File: src/xpu_pkg.sv
// shared widths, register types, register map and version word for the xpu slice
package xpu_pkg;

    // basic widths
    localparam int ADDR_W  = 8;
    localparam int DATA_W  = 32;
    localparam int TSF_W   = 64;
    localparam int SLICE_W = 20;

    typedef logic [ADDR_W-1:0]  reg_addr_t;
    typedef logic [DATA_W-1:0]  reg_data_t;
    // microseconds since load or reset
    typedef logic [TSF_W-1:0]   tsf_t;
    typedef logic [SLICE_W-1:0] slice_count_t;

    // writable registers
    // bit q is override enable, bit 8+q is forced value
    localparam reg_addr_t ADDR_TX_CTRL     = 8'd1;
    localparam reg_addr_t ADDR_TSF_LOAD_LO = 8'd2;
    // msb rising edge starts the load
    localparam reg_addr_t ADDR_TSF_LOAD_HI = 8'd3;

    // per queue: total, start, end
    localparam reg_addr_t ADDR_SLICE_BASE  = 8'd20;
    localparam int        SLICE_WORDS      = 3;

    // read-only registers
    localparam reg_addr_t ADDR_TX_STATUS   = 8'd50;
    localparam reg_addr_t ADDR_TSF_LO      = 8'd58;
    // returns the high word captured by the last low word read
    localparam reg_addr_t ADDR_TSF_HI      = 8'd59;
    localparam reg_addr_t ADDR_VERSION     = 8'd63;

    localparam reg_data_t XPU_VERSION      = 32'h5850_0101;

endpackage

File: src/xpu_cfg_regs.sv
// configuration registers, tsf load trigger and registered read-back mux
`timescale 1ns/1ns

module xpu_cfg_regs import xpu_pkg::*; #(
    parameter int NUM_QUEUES = 2
) (
    input  logic                          clk,
    input  logic                          rst_i,
    input  logic                          reg_wr_i,
    input  reg_addr_t                     reg_waddr_i,
    input  reg_data_t                     reg_wdata_i,
    input  logic                          reg_rd_i,
    input  reg_addr_t                     reg_raddr_i,
    input  tsf_t                          tsf_i,
    input  logic [NUM_QUEUES-1:0]         tx_allowed_i,
    output reg_data_t                     reg_rdata_o,
    output logic                          reg_rvalid_o,
    output logic                          tsf_load_o,
    output tsf_t                          tsf_load_val_o,
    output slice_count_t [NUM_QUEUES-1:0] slice_total_o,
    output slice_count_t [NUM_QUEUES-1:0] slice_start_o,
    output slice_count_t [NUM_QUEUES-1:0] slice_end_o,
    output logic [NUM_QUEUES-1:0]         ovr_en_o,
    output logic [NUM_QUEUES-1:0]         ovr_val_o
);

    reg_data_t tx_ctrl_q;
    reg_data_t load_lo_q;
    reg_data_t load_hi_q;
    reg_data_t tsf_hi_snap_q;
    reg_data_t rd_mux;

    // word address of one slice field
    function automatic reg_addr_t slice_addr(input int q, input int word);
        return ADDR_SLICE_BASE + reg_addr_t'(SLICE_WORDS * q + word);
    endfunction

    always_ff @(posedge clk) begin
        if (rst_i) begin
            tx_ctrl_q     <= '0;
            load_lo_q     <= '0;
            load_hi_q     <= '0;
            slice_total_o <= '0;
            slice_start_o <= '0;
            slice_end_o   <= '0;
            tsf_load_o    <= 1'b0;
        end else begin
            tsf_load_o <= 1'b0;
            if (reg_wr_i) begin
                case (reg_waddr_i)
                    ADDR_TX_CTRL:     tx_ctrl_q <= reg_wdata_i;
                    ADDR_TSF_LOAD_LO: load_lo_q <= reg_wdata_i;
                    ADDR_TSF_LOAD_HI: begin
                        load_hi_q  <= reg_wdata_i;
                        // only a 0 to 1 change of the msb loads
                        tsf_load_o <= reg_wdata_i[DATA_W-1] & ~load_hi_q[DATA_W-1];
                    end
                    default: ;
                endcase
                for (int q = 0; q < NUM_QUEUES; q++) begin
                    if (reg_waddr_i == slice_addr(q, 0))
                        slice_total_o[q] <= slice_count_t'(reg_wdata_i);
                    if (reg_waddr_i == slice_addr(q, 1))
                        slice_start_o[q] <= slice_count_t'(reg_wdata_i);
                    if (reg_waddr_i == slice_addr(q, 2))
                        slice_end_o[q] <= slice_count_t'(reg_wdata_i);
                end
            end
        end
    end

    assign tsf_load_val_o = {1'b0, load_hi_q[DATA_W-2:0], load_lo_q};
    assign ovr_en_o       = tx_ctrl_q[NUM_QUEUES-1:0];
    assign ovr_val_o      = tx_ctrl_q[8 +: NUM_QUEUES];

    // read-back select, unmapped words give zero
    always_comb begin
        case (reg_raddr_i)
            ADDR_TX_CTRL:     rd_mux = tx_ctrl_q;
            ADDR_TSF_LOAD_LO: rd_mux = load_lo_q;
            ADDR_TSF_LOAD_HI: rd_mux = load_hi_q;
            ADDR_TX_STATUS:   rd_mux = reg_data_t'(tx_allowed_i);
            ADDR_TSF_LO:      rd_mux = tsf_i[DATA_W-1:0];
            ADDR_TSF_HI:      rd_mux = tsf_hi_snap_q;
            ADDR_VERSION:     rd_mux = XPU_VERSION;
            default:          rd_mux = '0;
        endcase
        for (int q = 0; q < NUM_QUEUES; q++) begin
            if (reg_raddr_i == slice_addr(q, 0))
                rd_mux = reg_data_t'(slice_total_o[q]);
            if (reg_raddr_i == slice_addr(q, 1))
                rd_mux = reg_data_t'(slice_start_o[q]);
            if (reg_raddr_i == slice_addr(q, 2))
                rd_mux = reg_data_t'(slice_end_o[q]);
        end
    end

    always_ff @(posedge clk) begin
        if (rst_i) begin
            reg_rdata_o   <= '0;
            reg_rvalid_o  <= 1'b0;
            tsf_hi_snap_q <= '0;
        end else begin
            reg_rvalid_o <= reg_rd_i;
            if (reg_rd_i) begin
                reg_rdata_o <= rd_mux;
                // keep the high half coherent with the low half just read
                if (reg_raddr_i == ADDR_TSF_LO)
                    tsf_hi_snap_q <= tsf_i[TSF_W-1:DATA_W];
            end
        end
    end

endmodule

File: src/tsf_timer.sv
// microsecond prescaler and loadable 64-bit tsf counter
`timescale 1ns/1ns

module tsf_timer import xpu_pkg::*; #(
    parameter int CLKS_PER_US = 100
) (
    input  logic clk,
    input  logic rst_i,
    input  logic tsf_load_i,
    input  tsf_t tsf_load_val_i,
    output tsf_t tsf_o,
    output logic tsf_pulse_1m_o
);

    localparam int PRE_W = $clog2(CLKS_PER_US + 1);
    localparam logic [PRE_W-1:0] PRE_LAST = PRE_W'(CLKS_PER_US - 1);

    logic [PRE_W-1:0] pre_cnt_q;

    // divide clk down to one pulse per microsecond
    always_ff @(posedge clk) begin
        if (rst_i) begin
            pre_cnt_q      <= '0;
            tsf_pulse_1m_o <= 1'b0;
        end else if (tsf_load_i) begin
            // restart so the first tick is a full microsecond after load
            pre_cnt_q      <= '0;
            tsf_pulse_1m_o <= 1'b0;
        end else if (pre_cnt_q == PRE_LAST) begin
            pre_cnt_q      <= '0;
            tsf_pulse_1m_o <= 1'b1;
        end else begin
            pre_cnt_q      <= pre_cnt_q + 1'b1;
            tsf_pulse_1m_o <= 1'b0;
        end
    end

    // load has priority over a coincident tick
    always_ff @(posedge clk) begin
        if (rst_i) begin
            tsf_o <= '0;
        end else if (tsf_load_i) begin
            tsf_o <= tsf_load_val_i;
        end else if (tsf_pulse_1m_o) begin
            tsf_o <= tsf_o + 1'b1;
        end
    end

endmodule

File: src/time_slice.sv
// repeating microsecond slice counter with registered window enable
`timescale 1ns/1ns

module time_slice import xpu_pkg::*; (
    input  logic         clk,
    input  logic         rst_i,
    input  logic         tsf_pulse_1m_i,
    input  slice_count_t count_total_i,
    input  slice_count_t count_start_i,
    input  slice_count_t count_end_i,
    output logic         slice_en_o
);

    slice_count_t count_q;
    logic         in_window;

    // total of zero or an inverted window keeps the queue closed,
    // end at or past total is clipped by the count < total term
    assign in_window = (count_total_i != '0) &&
                       (count_end_i >= count_start_i) &&
                       (count_q >= count_start_i) &&
                       (count_q <= count_end_i) &&
                       (count_q < count_total_i);

    always_ff @(posedge clk) begin
        if (rst_i) begin
            count_q    <= '0;
            slice_en_o <= 1'b0;
        end else begin
            if (tsf_pulse_1m_i) begin
                // wrap also catches a total reduced below the current count
                if (count_total_i == '0 || count_q >= count_total_i - 1'b1)
                    count_q <= '0;
                else
                    count_q <= count_q + 1'b1;
            end
            slice_en_o <= in_window;
        end
    end

endmodule

File: src/tx_allow_ctl.sv
// per-queue software override and registered transmit-allowed outputs
`timescale 1ns/1ns

module tx_allow_ctl #(
    parameter int NUM_QUEUES = 2
) (
    input  logic                  clk,
    input  logic                  rst_i,
    input  logic [NUM_QUEUES-1:0] slice_en_i,
    input  logic [NUM_QUEUES-1:0] ovr_en_i,
    input  logic [NUM_QUEUES-1:0] ovr_val_i,
    output logic [NUM_QUEUES-1:0] high_tx_allowed_o
);

    logic [NUM_QUEUES-1:0] allowed_next;

    // forced value wins where software has taken the queue over
    always_comb begin
        for (int q = 0; q < NUM_QUEUES; q++) begin
            allowed_next[q] = ovr_en_i[q] ? ovr_val_i[q] : slice_en_i[q];
        end
    end

    always_ff @(posedge clk) begin
        if (rst_i) begin
            high_tx_allowed_o <= '0;
        end else begin
            high_tx_allowed_o <= allowed_next;
        end
    end

endmodule

File: src/xpu_top.sv
// top level: register block, tsf timer, per-queue slice array and allow stage
`timescale 1ns/1ns

module xpu_top import xpu_pkg::*; #(
    // at most 8, the override register has 8 bits per field
    parameter int NUM_QUEUES  = 2,
    parameter int CLKS_PER_US = 100
) (
    input  logic                  clk,
    input  logic                  rst_i,
    input  logic                  reg_wr_i,
    input  reg_addr_t             reg_waddr_i,
    input  reg_data_t             reg_wdata_i,
    input  logic                  reg_rd_i,
    input  reg_addr_t             reg_raddr_i,
    output reg_data_t             reg_rdata_o,
    output logic                  reg_rvalid_o,
    output tsf_t                  tsf_o,
    output logic                  tsf_pulse_1m_o,
    output logic [NUM_QUEUES-1:0] high_tx_allowed_o
);

    logic                          tsf_load;
    tsf_t                          tsf_load_val;
    slice_count_t [NUM_QUEUES-1:0] slice_total;
    slice_count_t [NUM_QUEUES-1:0] slice_start;
    slice_count_t [NUM_QUEUES-1:0] slice_end;
    logic [NUM_QUEUES-1:0]         slice_en;
    logic [NUM_QUEUES-1:0]         ovr_en;
    logic [NUM_QUEUES-1:0]         ovr_val;

    xpu_cfg_regs #(
        .NUM_QUEUES(NUM_QUEUES)
    ) xpu_cfg_regs_i (
        .clk            (clk),
        .rst_i          (rst_i),
        .reg_wr_i       (reg_wr_i),
        .reg_waddr_i    (reg_waddr_i),
        .reg_wdata_i    (reg_wdata_i),
        .reg_rd_i       (reg_rd_i),
        .reg_raddr_i    (reg_raddr_i),
        .tsf_i          (tsf_o),
        .tx_allowed_i   (high_tx_allowed_o),
        .reg_rdata_o    (reg_rdata_o),
        .reg_rvalid_o   (reg_rvalid_o),
        .tsf_load_o     (tsf_load),
        .tsf_load_val_o (tsf_load_val),
        .slice_total_o  (slice_total),
        .slice_start_o  (slice_start),
        .slice_end_o    (slice_end),
        .ovr_en_o       (ovr_en),
        .ovr_val_o      (ovr_val)
    );

    tsf_timer #(
        .CLKS_PER_US(CLKS_PER_US)
    ) tsf_timer_i (
        .clk            (clk),
        .rst_i          (rst_i),
        .tsf_load_i     (tsf_load),
        .tsf_load_val_i (tsf_load_val),
        .tsf_o          (tsf_o),
        .tsf_pulse_1m_o (tsf_pulse_1m_o)
    );

    // one slice generator per transmit queue
    for (genvar q = 0; q < NUM_QUEUES; q++) begin : g_slice
        time_slice time_slice_i (
            .clk            (clk),
            .rst_i          (rst_i),
            .tsf_pulse_1m_i (tsf_pulse_1m_o),
            .count_total_i  (slice_total[q]),
            .count_start_i  (slice_start[q]),
            .count_end_i    (slice_end[q]),
            .slice_en_o     (slice_en[q])
        );
    end

    tx_allow_ctl #(
        .NUM_QUEUES(NUM_QUEUES)
    ) tx_allow_ctl_i (
        .clk               (clk),
        .rst_i             (rst_i),
        .slice_en_i        (slice_en),
        .ovr_en_i          (ovr_en),
        .ovr_val_i         (ovr_val),
        .high_tx_allowed_o (high_tx_allowed_o)
    );

endmodule

File: config.mk
export PLATFORM = sky130hd
export DESIGN_NAME = xpu_top
export DESIGN_NICKNAME = d
export VERILOG_FILES = /design/src/xpu_pkg.sv /design/src/xpu_cfg_regs.sv /design/src/tsf_timer.sv /design/src/time_slice.sv /design/src/tx_allow_ctl.sv /design/src/xpu_top.sv
export SDC_FILE = /design/constraint.sdc
export NUM_CORES = 1
export LEC_CHECK = 0
export ABC_CLOCK_PERIOD_IN_PS = 3200
export BUFFER_PORTS_ARGS = -buffer_cell sky130_fd_sc_hd__buf_2
export CORE_MARGIN = 2
export CORE_UTILIZATION = 45
export CTS_CLUSTER_DIAMETER = 60
export DETAILED_ROUTE_END_ITERATION = 10
export GPL_TIMING_DRIVEN = 0
export PLACE_DENSITY = 0.69
export SLEW_MARGIN = 20
export SYNTH_ARGS = -nofsm -noshare
export SYNTH_HDL_FRONTEND = slang
export SYNTH_SLANG_ARGS = --single-unit
File: constraint.sdc
create_clock -name clk -period 3.2 [get_ports clk]
set_input_delay 0.64 -clock clk [delete_from_list [all_inputs] [get_ports clk]]
set_output_delay 0.64 -clock clk [all_outputs]
set_load 0.005 [all_outputs]
==> flow_summary_export.csv, run 1 <==
group,metric,value,unit
outcome,status,"complete, but fails checks",
outcome,failed_checks,"negative setup slack",
layout,syn_to_final_growth,14.70,%
worst_setup_path,cp_common_cell,"nor2_2",
grt,track_usage,0.3463,
run,cap_viol_max_count,0,
synthesis,synthCells,3034,
timing,finalWorstSetupSlack,-0.2810,ns
synthesis,synthArstFlopShare,0,
timing,maxSlewHeadroom,0.2297,
timing,fin_skew,0.03739,ns
routing,viasPerCell,5.973,
hold_path,hp-start,"reg_wdata_i[21]",
timing,min_period,3.481,ns
layout,n_fill_cell,5092,
power_and_ir_drop,power_density,418.2,nW/um^2
power_and_ir_drop,power.share.combinational,0.054,
worst_setup_path,start_kind,"register",
synthesis,synth-edff-count,0,
routing,top_layer,"met5",
clock_network,root_buffer,"clkbuf_16",
clock_network,clock_latency,0.63,ns
worst_setup_path,reg2reg_from,"xpu_cfg_regs_i.slice_total_o[23]$_SDFFE_PP0P_",
die,die_width,232.6,microns
worst_setup_path,cp_num_buf_inv,2,
timing,finalHoldViolations,0,
power_and_ir_drop,sw_frac_of_total,0.2545,
synthesis,ys_types,92,
clock_network,clkTransAtPathRegs,0.06,ns
die,core,51510,sq um
power_and_ir_drop,seqPwrFrac,0.443,
grt,grt_max_degree,15,
die,num_io_pins,152,
timing,setup_viol,20,
placed_design,post-dp-hpwl,72.20,mm
synthesis,synth_xor_area_frac,0.05030,
clock_network,cts_buffers,46,
routing,postRouteAntennaNets,0,
routing,wl_met2,41.01,mm
clock_network,cts_sinks,398,
routing,met3WireLength,10.54,mm
layout,most-common-layout-cells,"nand2_1 (625), dfxtp_1 (392), a21oi_1 (379)",
synthesis,synth_top_flop_cell,"dfxtp_1",
timing,fin_hold_ws,0.2890,ns
routing,dr.first_iter.drc_count,2868,
power_and_ir_drop,p_int,0.008406,W
grt,grt-ovfl-total,0,
synthesis,synth-simple-area-share,0.2239,
worst_setup_path,cp_data_arrival_time,3.97,ns
worst_setup_path,cp.required,3.69,ns
power_and_ir_drop,ir_drop,0.3249,mV
die,initial_utilization,0.4563,
placed_design,gp_congestion,1.055,
die,row_count,83,
routing,wl_met1,39.50,mm
power_and_ir_drop,p_leak,10.84,nW
worst_setup_path,cp_cell_sequence,"or3_4, nand3b_1, nor4_4, buf_4, nand2_1, nor2_1, xnor2_1, ha_1, nand4_1, nor2_2, o311ai_2, o22ai_4, buf_6, nor2_2",
synthesis,syn-cell-area,23510,sq um
clock_network,clk_path_buf_depth,3,
timing,fmax,287.3,MHz
synthesis,synth_nets,3292,
routing,routed_wl,95.49,mm
routing,drcViolationCount,0,
routing,num_vias,23560,
synthesis,seq_area_frac_synth,0.3390,
grt,grt_pass1_vias,21480,
worst_setup_path,max_stage_delay,0.40,ns
synthesis,syn_area_per_cell,7.748,sq um
clock_network,cts_tree,"yes",
timing,report.final.slew_viol_count,0,
layout,finalNonFillerCells,3945,
synthesis,yosysWarnings,0,
die,die_y,232.6,microns
worst_setup_path,cpMaxStageDelayCell,"or3_4",
worst_setup_path,startpoint,"xpu_cfg_regs_i.slice_total_o[23]$_SDFFE_PP0P_",
grt,grt_pass1_wl,139.1,mm
routing,drt-pass1-iter-count,6,
power_and_ir_drop,p_sw,0.002870,W
synthesis,synth_top_family_by_area,"simple AND/OR/NAND/NOR gates",
timing,grt_setup_unrepaired,"true",
grt,antenna_found_initial,7,
placed_design,dp.cells,3842,
placed_design,io_buffers,127,
power_and_ir_drop,power_frac_clock,0.503,
synthesis,synth-adder-area-share,0.1097,
hold_path,hp-class,"input pin to register",
worst_setup_path,worstSetupEndpointType,"register",
timing,period_share,1.088,
clock_network,ctsHoldBuffers,0,
clock_network,h-tree-depth,2,
synthesis,synth-compound-area-share,0.1749,
worst_setup_path,critPathTopFamily,"simple AND/OR/NAND/NOR gates",
layout,final_nets,3482,
worst_setup_path,path_max_fanout,6,
synthesis,synthMuxAreaShare,0.04482,
layout,final_common_cell,"nand2_1",
synthesis,synth_seq_cells,398,
timing,tightestPinTransition,1.155,ns
layout,drive_gt1_frac,0.1025,
die,die_area,54080,sq um
worst_setup_path,crit_type,"register to register",
routing,wl_per_cell,24.21,microns
==> sequential cells by signal, indices dropped and copies added (netlist names), 32 cells and up <==
signal                        flops
tsf_timer_i.tsf_o                64
g_slice.time_slice_i.count_q     40
xpu_cfg_regs_i.slice_end_o       40
xpu_cfg_regs_i.slice_start_o     40
xpu_cfg_regs_i.slice_total_o     40
xpu_cfg_regs_i.load_hi_q         32
xpu_cfg_regs_i.load_lo_q         32
xpu_cfg_regs_i.reg_rdata_o       32
xpu_cfg_regs_i.tsf_hi_snap_q     32
xpu_cfg_regs_i.tx_ctrl_q         32
==> synthesized netlist by cell type (all sizes together) (58+ instances only) <==
master / count / area share
nand2: 628 / 0.10
dfxtp: 398 / 0.34
a21oi: 381 / 0.082
nor2: 231 / 0.038
ha: 206 / 0.11
clkbuf: 142 / 0.023
inv: 137 / 0.022
mux2i: 103 / 0.044
o21ai: 101 / 0.022
nand3: 80 / 0.017
xor2: 76 / 0.028
xnor2: 59 / 0.022
nand4: 58 / 0.016
==> metal layers <==
| metal | GRT usage | vias to the layer above |
|---|---|---|
| met5 | 0 | - |
| met4 | 0.1576 | 4 |
| met3 | 0.07610 | 240 |
| met2 | 0.5250 | 1286 |
| met1 | 0.4685 | 11130 |
| li1 | - | 10910 |
==> what timing repair did <==
action                     4_1_cts  5_1_grt
resized for setup               32       16
cloned                           1        0
pin swaps                       37       20
setup endpoints to repair       40       40
setup buffers                   10        5
==> power by group through the flow <==
| stage | logic [W] | clock network (W) | registers, W |
|---|---|---|---|
| 4_1_cts | 0.000579 | 0.00570 | 0.00500 |
| 2_1_floorplan | 0.000308 | 0 | 0.00510 |
| 5_1_grt | 0.000624 | 0.00588 | 0.00500 |
| 6_report | 0.000606 | 0.00567 | 0.00500 |
| 3_5_place_dp | 0.000568 | 0 | 0.00511 |
| 3_3_place_gp | 0.000571 | 0 | 0.00511 |
==> path summary, 6_finish.rpt <==
check	slack [ns]	endpoint	cells past startpoint
worst max-delay path	-0.28	g_slice[1].time_slice_i.count_q[16]$_SDFFE_PP0P_	14
worst max register to register	-0.28	g_slice[1].time_slice_i.count_q[16]$_SDFFE_PP0P_	14
worst min register to register	0.45	xpu_cfg_regs_i.slice_start_o[26]$_SDFFE_PP0P_	2
worst min-delay path	0.29	xpu_cfg_regs_i.load_hi_q[21]$_SDFFE_PP0P_	3
==> stage by stage <==
step | cell area (sq um) | setup slack [ns] | utilization | setup TNS, ns | power, W
finish | 26960 | -0.2810 | 0.5234 | -4.849 | 0.01128
global route | 26960 | -0.4213 | 0.5234 | -7.669 | 0.01150
CTS | 26860 | -0.3003 | 0.5215 | -5.164 | 0.01127
detailed placement | 25030 | -0.6696 | 0.4860 | -25.16 | 0.005677
global placement | 25010 | -0.5880 | 0.4856 | -23.09 | 0.005679
floorplan | 23530 | 0.03253 | - | 0 | 0.005406
==> final cells by class <==
| cell class | instances | area [sq um] | area share |
|---|---|---|---|
| sequential | 398 | 7980 | 0.2960 |
| antenna | 6 | 15.01 | 0.0005569 |
| timing repair buffer | 144 | 774.5 | 0.02873 |
| clock buffer | 49 | 1172 | 0.04348 |
| buffer | 183 | 828.3 | 0.03072 |
| clock inverter | 34 | 434.2 | 0.01610 |
| multi-input combinational | 2313 | 14390 | 0.5337 |
| tap | 680 | 850.8 | 0.03156 |
| inverter | 138 | 518.0 | 0.01921 |
==> logic make-up after synthesis <==
family | after synthesis
adder cells (fa/ha/maj) | 206
AO/OA/AOI/OAI | 680
multiplexers | 105
flip-flops | 398
AND/OR/NAND/NOR | 1187
XOR/XNOR | 135
buffers and inverters | 323
==> worst min-delay path: cells and delay by family <==
kind / cells / cell delay (ns)
buffers and inverters: 1 / 0.12
and+or+nand+nor: 1 / 0.06
AOI/OAI and AO/OA: 1 / 0.05
Note: power is estimated with default switching activity, not from simulation.
==> run 2, diff against run 1 <==
--- a/config.mk
+++ b/config.mk
@@ -13,6 +13,7 @@
 export DETAILED_ROUTE_END_ITERATION = 10
 export GPL_TIMING_DRIVEN = 0
 export PLACE_DENSITY = 0.69
+export SETUP_SLACK_MARGIN = 0.15
 export SLEW_MARGIN = 20
 export SYNTH_ARGS = -nofsm -noshare
 export SYNTH_HDL_FRONTEND = slang
==> flow_summary_export.csv, run 2 (same netlist as run 1, synthesis figures left out) <==
group,metric,value,unit
die,num_io_pins,152,
power_and_ir_drop,power.share.combinational,0.056,
layout,final_common_cell,"nand2_1",
worst_setup_path,rrSetupSlack,-0.20,ns
timing,report.final.slew_viol_count,0,
clock_network,root_buffer,"clkbuf_16",
timing,finalWorstSetupSlack,-0.1967,ns
outcome,failed_checks,"negative setup slack",
routing,wl_per_cell,24.13,microns
worst_setup_path,start_kind,"register",
placed_design,gp_congestion,1.060,
timing,fin_skew,0.02137,ns
power_and_ir_drop,p_int,0.008369,W
power_and_ir_drop,sw_frac_of_total,0.2550,
routing,dr.first_iter.drc_count,3007,
power_and_ir_drop,power_density,411.7,nW/um^2
routing,drcViolationCount,0,
worst_setup_path,cp_common_cell,"buf_4",
layout,drive_gt1_frac,0.1171,
die,die_width,232.6,microns
layout,largest_register_ff_count,64,
worst_setup_path,max_stage_delay,0.40,ns
die,die_y,232.6,microns
clock_network,cts_buffers,48,
grt,grt_max_degree,14,
worst_setup_path,cp_cell_sequence,"or3_4, nand3b_1, nor4_4, buf_4, nand4_1, xnor2_1, ha_1, a21o_1, a21oi_2, o2bb2ai_2, nor4bb_2, buf_4, o22ai_4, buf_12, buf_6, nor2_1",
clock_network,cts_sinks,398,
clock_network,clkTransAtPathRegs,0.06,ns
hold_path,whs_path_depth,3,
power_and_ir_drop,p_sw,0.002865,W
clock_network,h-tree-depth,2,
routing,drt-pass1-iter-count,6,
timing,tightestPinTransition,1.241,ns
timing,period_share,1.061,
worst_setup_path,rr_worst_depth,16,
clock_network,clock_latency,0.61,ns
timing,fmax,294.4,MHz
routing,viasPerCell,6.060,
grt,track_usage,0.3445,
outcome,status,"complete, but fails checks",
power_and_ir_drop,power_frac_clock,0.499,
die,core,51510,sq um
worst_setup_path,crit_type,"register to register",
run,cap_viol_max_count,0,
die,die_area,54080,sq um
power_and_ir_drop,seqPwrFrac,0.445,
placed_design,io_buffers,127,
grt,grt-ovfl-total,0,
power_and_ir_drop,ir_drop,0.3627,mV
worst_setup_path,reg2reg_from,"xpu_cfg_regs_i.slice_total_o[22]$_SDFFE_PP0P_",
worst_setup_path,startpoint,"xpu_cfg_regs_i.slice_total_o[22]$_SDFFE_PP0P_",
clock_network,clk_path_buf_depth,3,
power_and_ir_drop,p_leak,10.97,nW
worst_setup_path,path_max_fanout,7,
placed_design,pre_cts_ws,-0.5003,ns
timing,setup_viol,31,
timing,min_period,3.397,ns
layout,regMostFlops,"tsf_timer_i.tsf_o",
routing,postRouteAntennaNets,0,
die,row_count,83,
clock_network,ctsHoldBuffers,0,
die,initial_utilization,0.4563,
worst_setup_path,r2r-end,"g_slice[1].time_slice_i.count_q[13]$_SDFFE_PP0P_",
hold_path,hp-class,"input pin to register",
grt,grt_pass1_vias,21600,
layout,finalNonFillerCells,3957,
worst_setup_path,cpMaxStageDelayCell,"or3_4",
hold_path,holdPathEnd,"xpu_cfg_regs_i.tx_ctrl_q[22]$_SDFFE_PP0P_",
layout,most-common-layout-cells,"nand2_1 (623), dfxtp_1 (391), a21oi_1 (375)",
timing,finalHoldViolations,0,
routing,routed_wl,95.47,mm
worst_setup_path,cp.required,3.74,ns
power_and_ir_drop,p_total,0.01123,W
worst_setup_path,worstSetupEndpointType,"register",
layout,final_nets,3493,
timing,maxSlewHeadroom,0.1729,
hold_path,hp-start,"reg_wdata_i[22]",
routing,num_vias,23980,
worst_setup_path,cp_data_arrival_time,3.94,ns
placed_design,dp.cells,3841,
grt,grt_pass1_wl,138.9,mm
timing,grt_setup_unrepaired,"true",
layout,syn_to_final_growth,16.10,%
placed_design,post-dp-hpwl,71.86,mm
clock_network,cts_tree,"yes",
grt,antenna_found_initial,7,
run 2: worst max-delay path: cells and delay by family, from the launching register on:
kind | cells | cell delay, ns
and+or+nand+nor | 6 | 1.33
DFF | 1 | 0.35
adders and majority gates | 1 | 0.29
xor gates and xnor gates | 1 | 0.16
AOI/OAI and AO/OA | 4 | 0.50
buffers and inverters | 4 | 0.69
run 2: layer usage:
metal / global-route usage / vias to the layer above / wire, microns
li1: - / 10940 / -
met4: 0.1626 / 2 / 5003
met5: 0 / - / 13
met3: 0.07071 / 304 / 11000
met2: 0.5149 / 1417 / 40680
met1: 0.4730 / 11320 / 38760
run 2: per-stage QoR:
step	util	setup TNS [ns]	cell area [sq um]	hold WS [ns]
floorplan	-	0	23530	0.4226
global placement	0.4857	-23.87	25020	0.4391
detailed placement	0.4859	-26.58	25030	0.4449
CTS	0.5234	-3.488	26960	0.2981
global route	0.5298	-7.657	27290	0.3105
finish	0.5298	-3.361	27290	0.3104
run 2: worst max-delay path by stage:
stage                                                             to  slack, ns  depth (start not counted)
global route        g_slice[1].time_slice_i.count_q[16]$_SDFFE_PP0P_      -0.31                         18
global placement    g_slice[1].time_slice_i.count_q[17]$_SDFFE_PP0P_      -0.48                         15
floorplan           g_slice[1].time_slice_i.count_q[14]$_SDFFE_PP0P_       0.07                         15
detailed placement  g_slice[1].time_slice_i.count_q[16]$_SDFFE_PP0P_      -0.50                         15
finish              g_slice[1].time_slice_i.count_q[13]$_SDFFE_PP0P_      -0.20                         16
CTS                 g_slice[1].time_slice_i.count_q[14]$_SDFFE_PP0P_      -0.21                         17
run 2: area by class of cell:
type                       count  area, sq um
antenna                        5        12.51
buffer                       185        865.8
clock buffer                  60         1328
clock inverter                27        280.3
fill                        4990        24220
inverter                     138        518.0
multi-input combinational   2313        14600
sequential                   398         7981
tap                          680        850.8
timing repair buffer         151        854.6
run 2: power groups by stage:
| stage | Combinational [W] | Clock [W] | Sequential, W |
|---|---|---|---|
| final | 0.000629 | 0.00561 | 0.00500 |
| after detailed placement | 0.000568 | 0 | 0.00511 |
| after global routing | 0.000643 | 0.00581 | 0.00500 |
| after floorplan | 0.000309 | 0 | 0.00510 |
| after global placement | 0.000569 | 0 | 0.00511 |
| after CTS | 0.000586 | 0.00562 | 0.00500 |
run 2: repair_timing:
action                     in CTS  in global routing
gates resized for setup        52                 67
setup buffers                  15                  7
setup endpoints to repair      40                 40
pin swaps                      51                 38
cloned                          2                  0
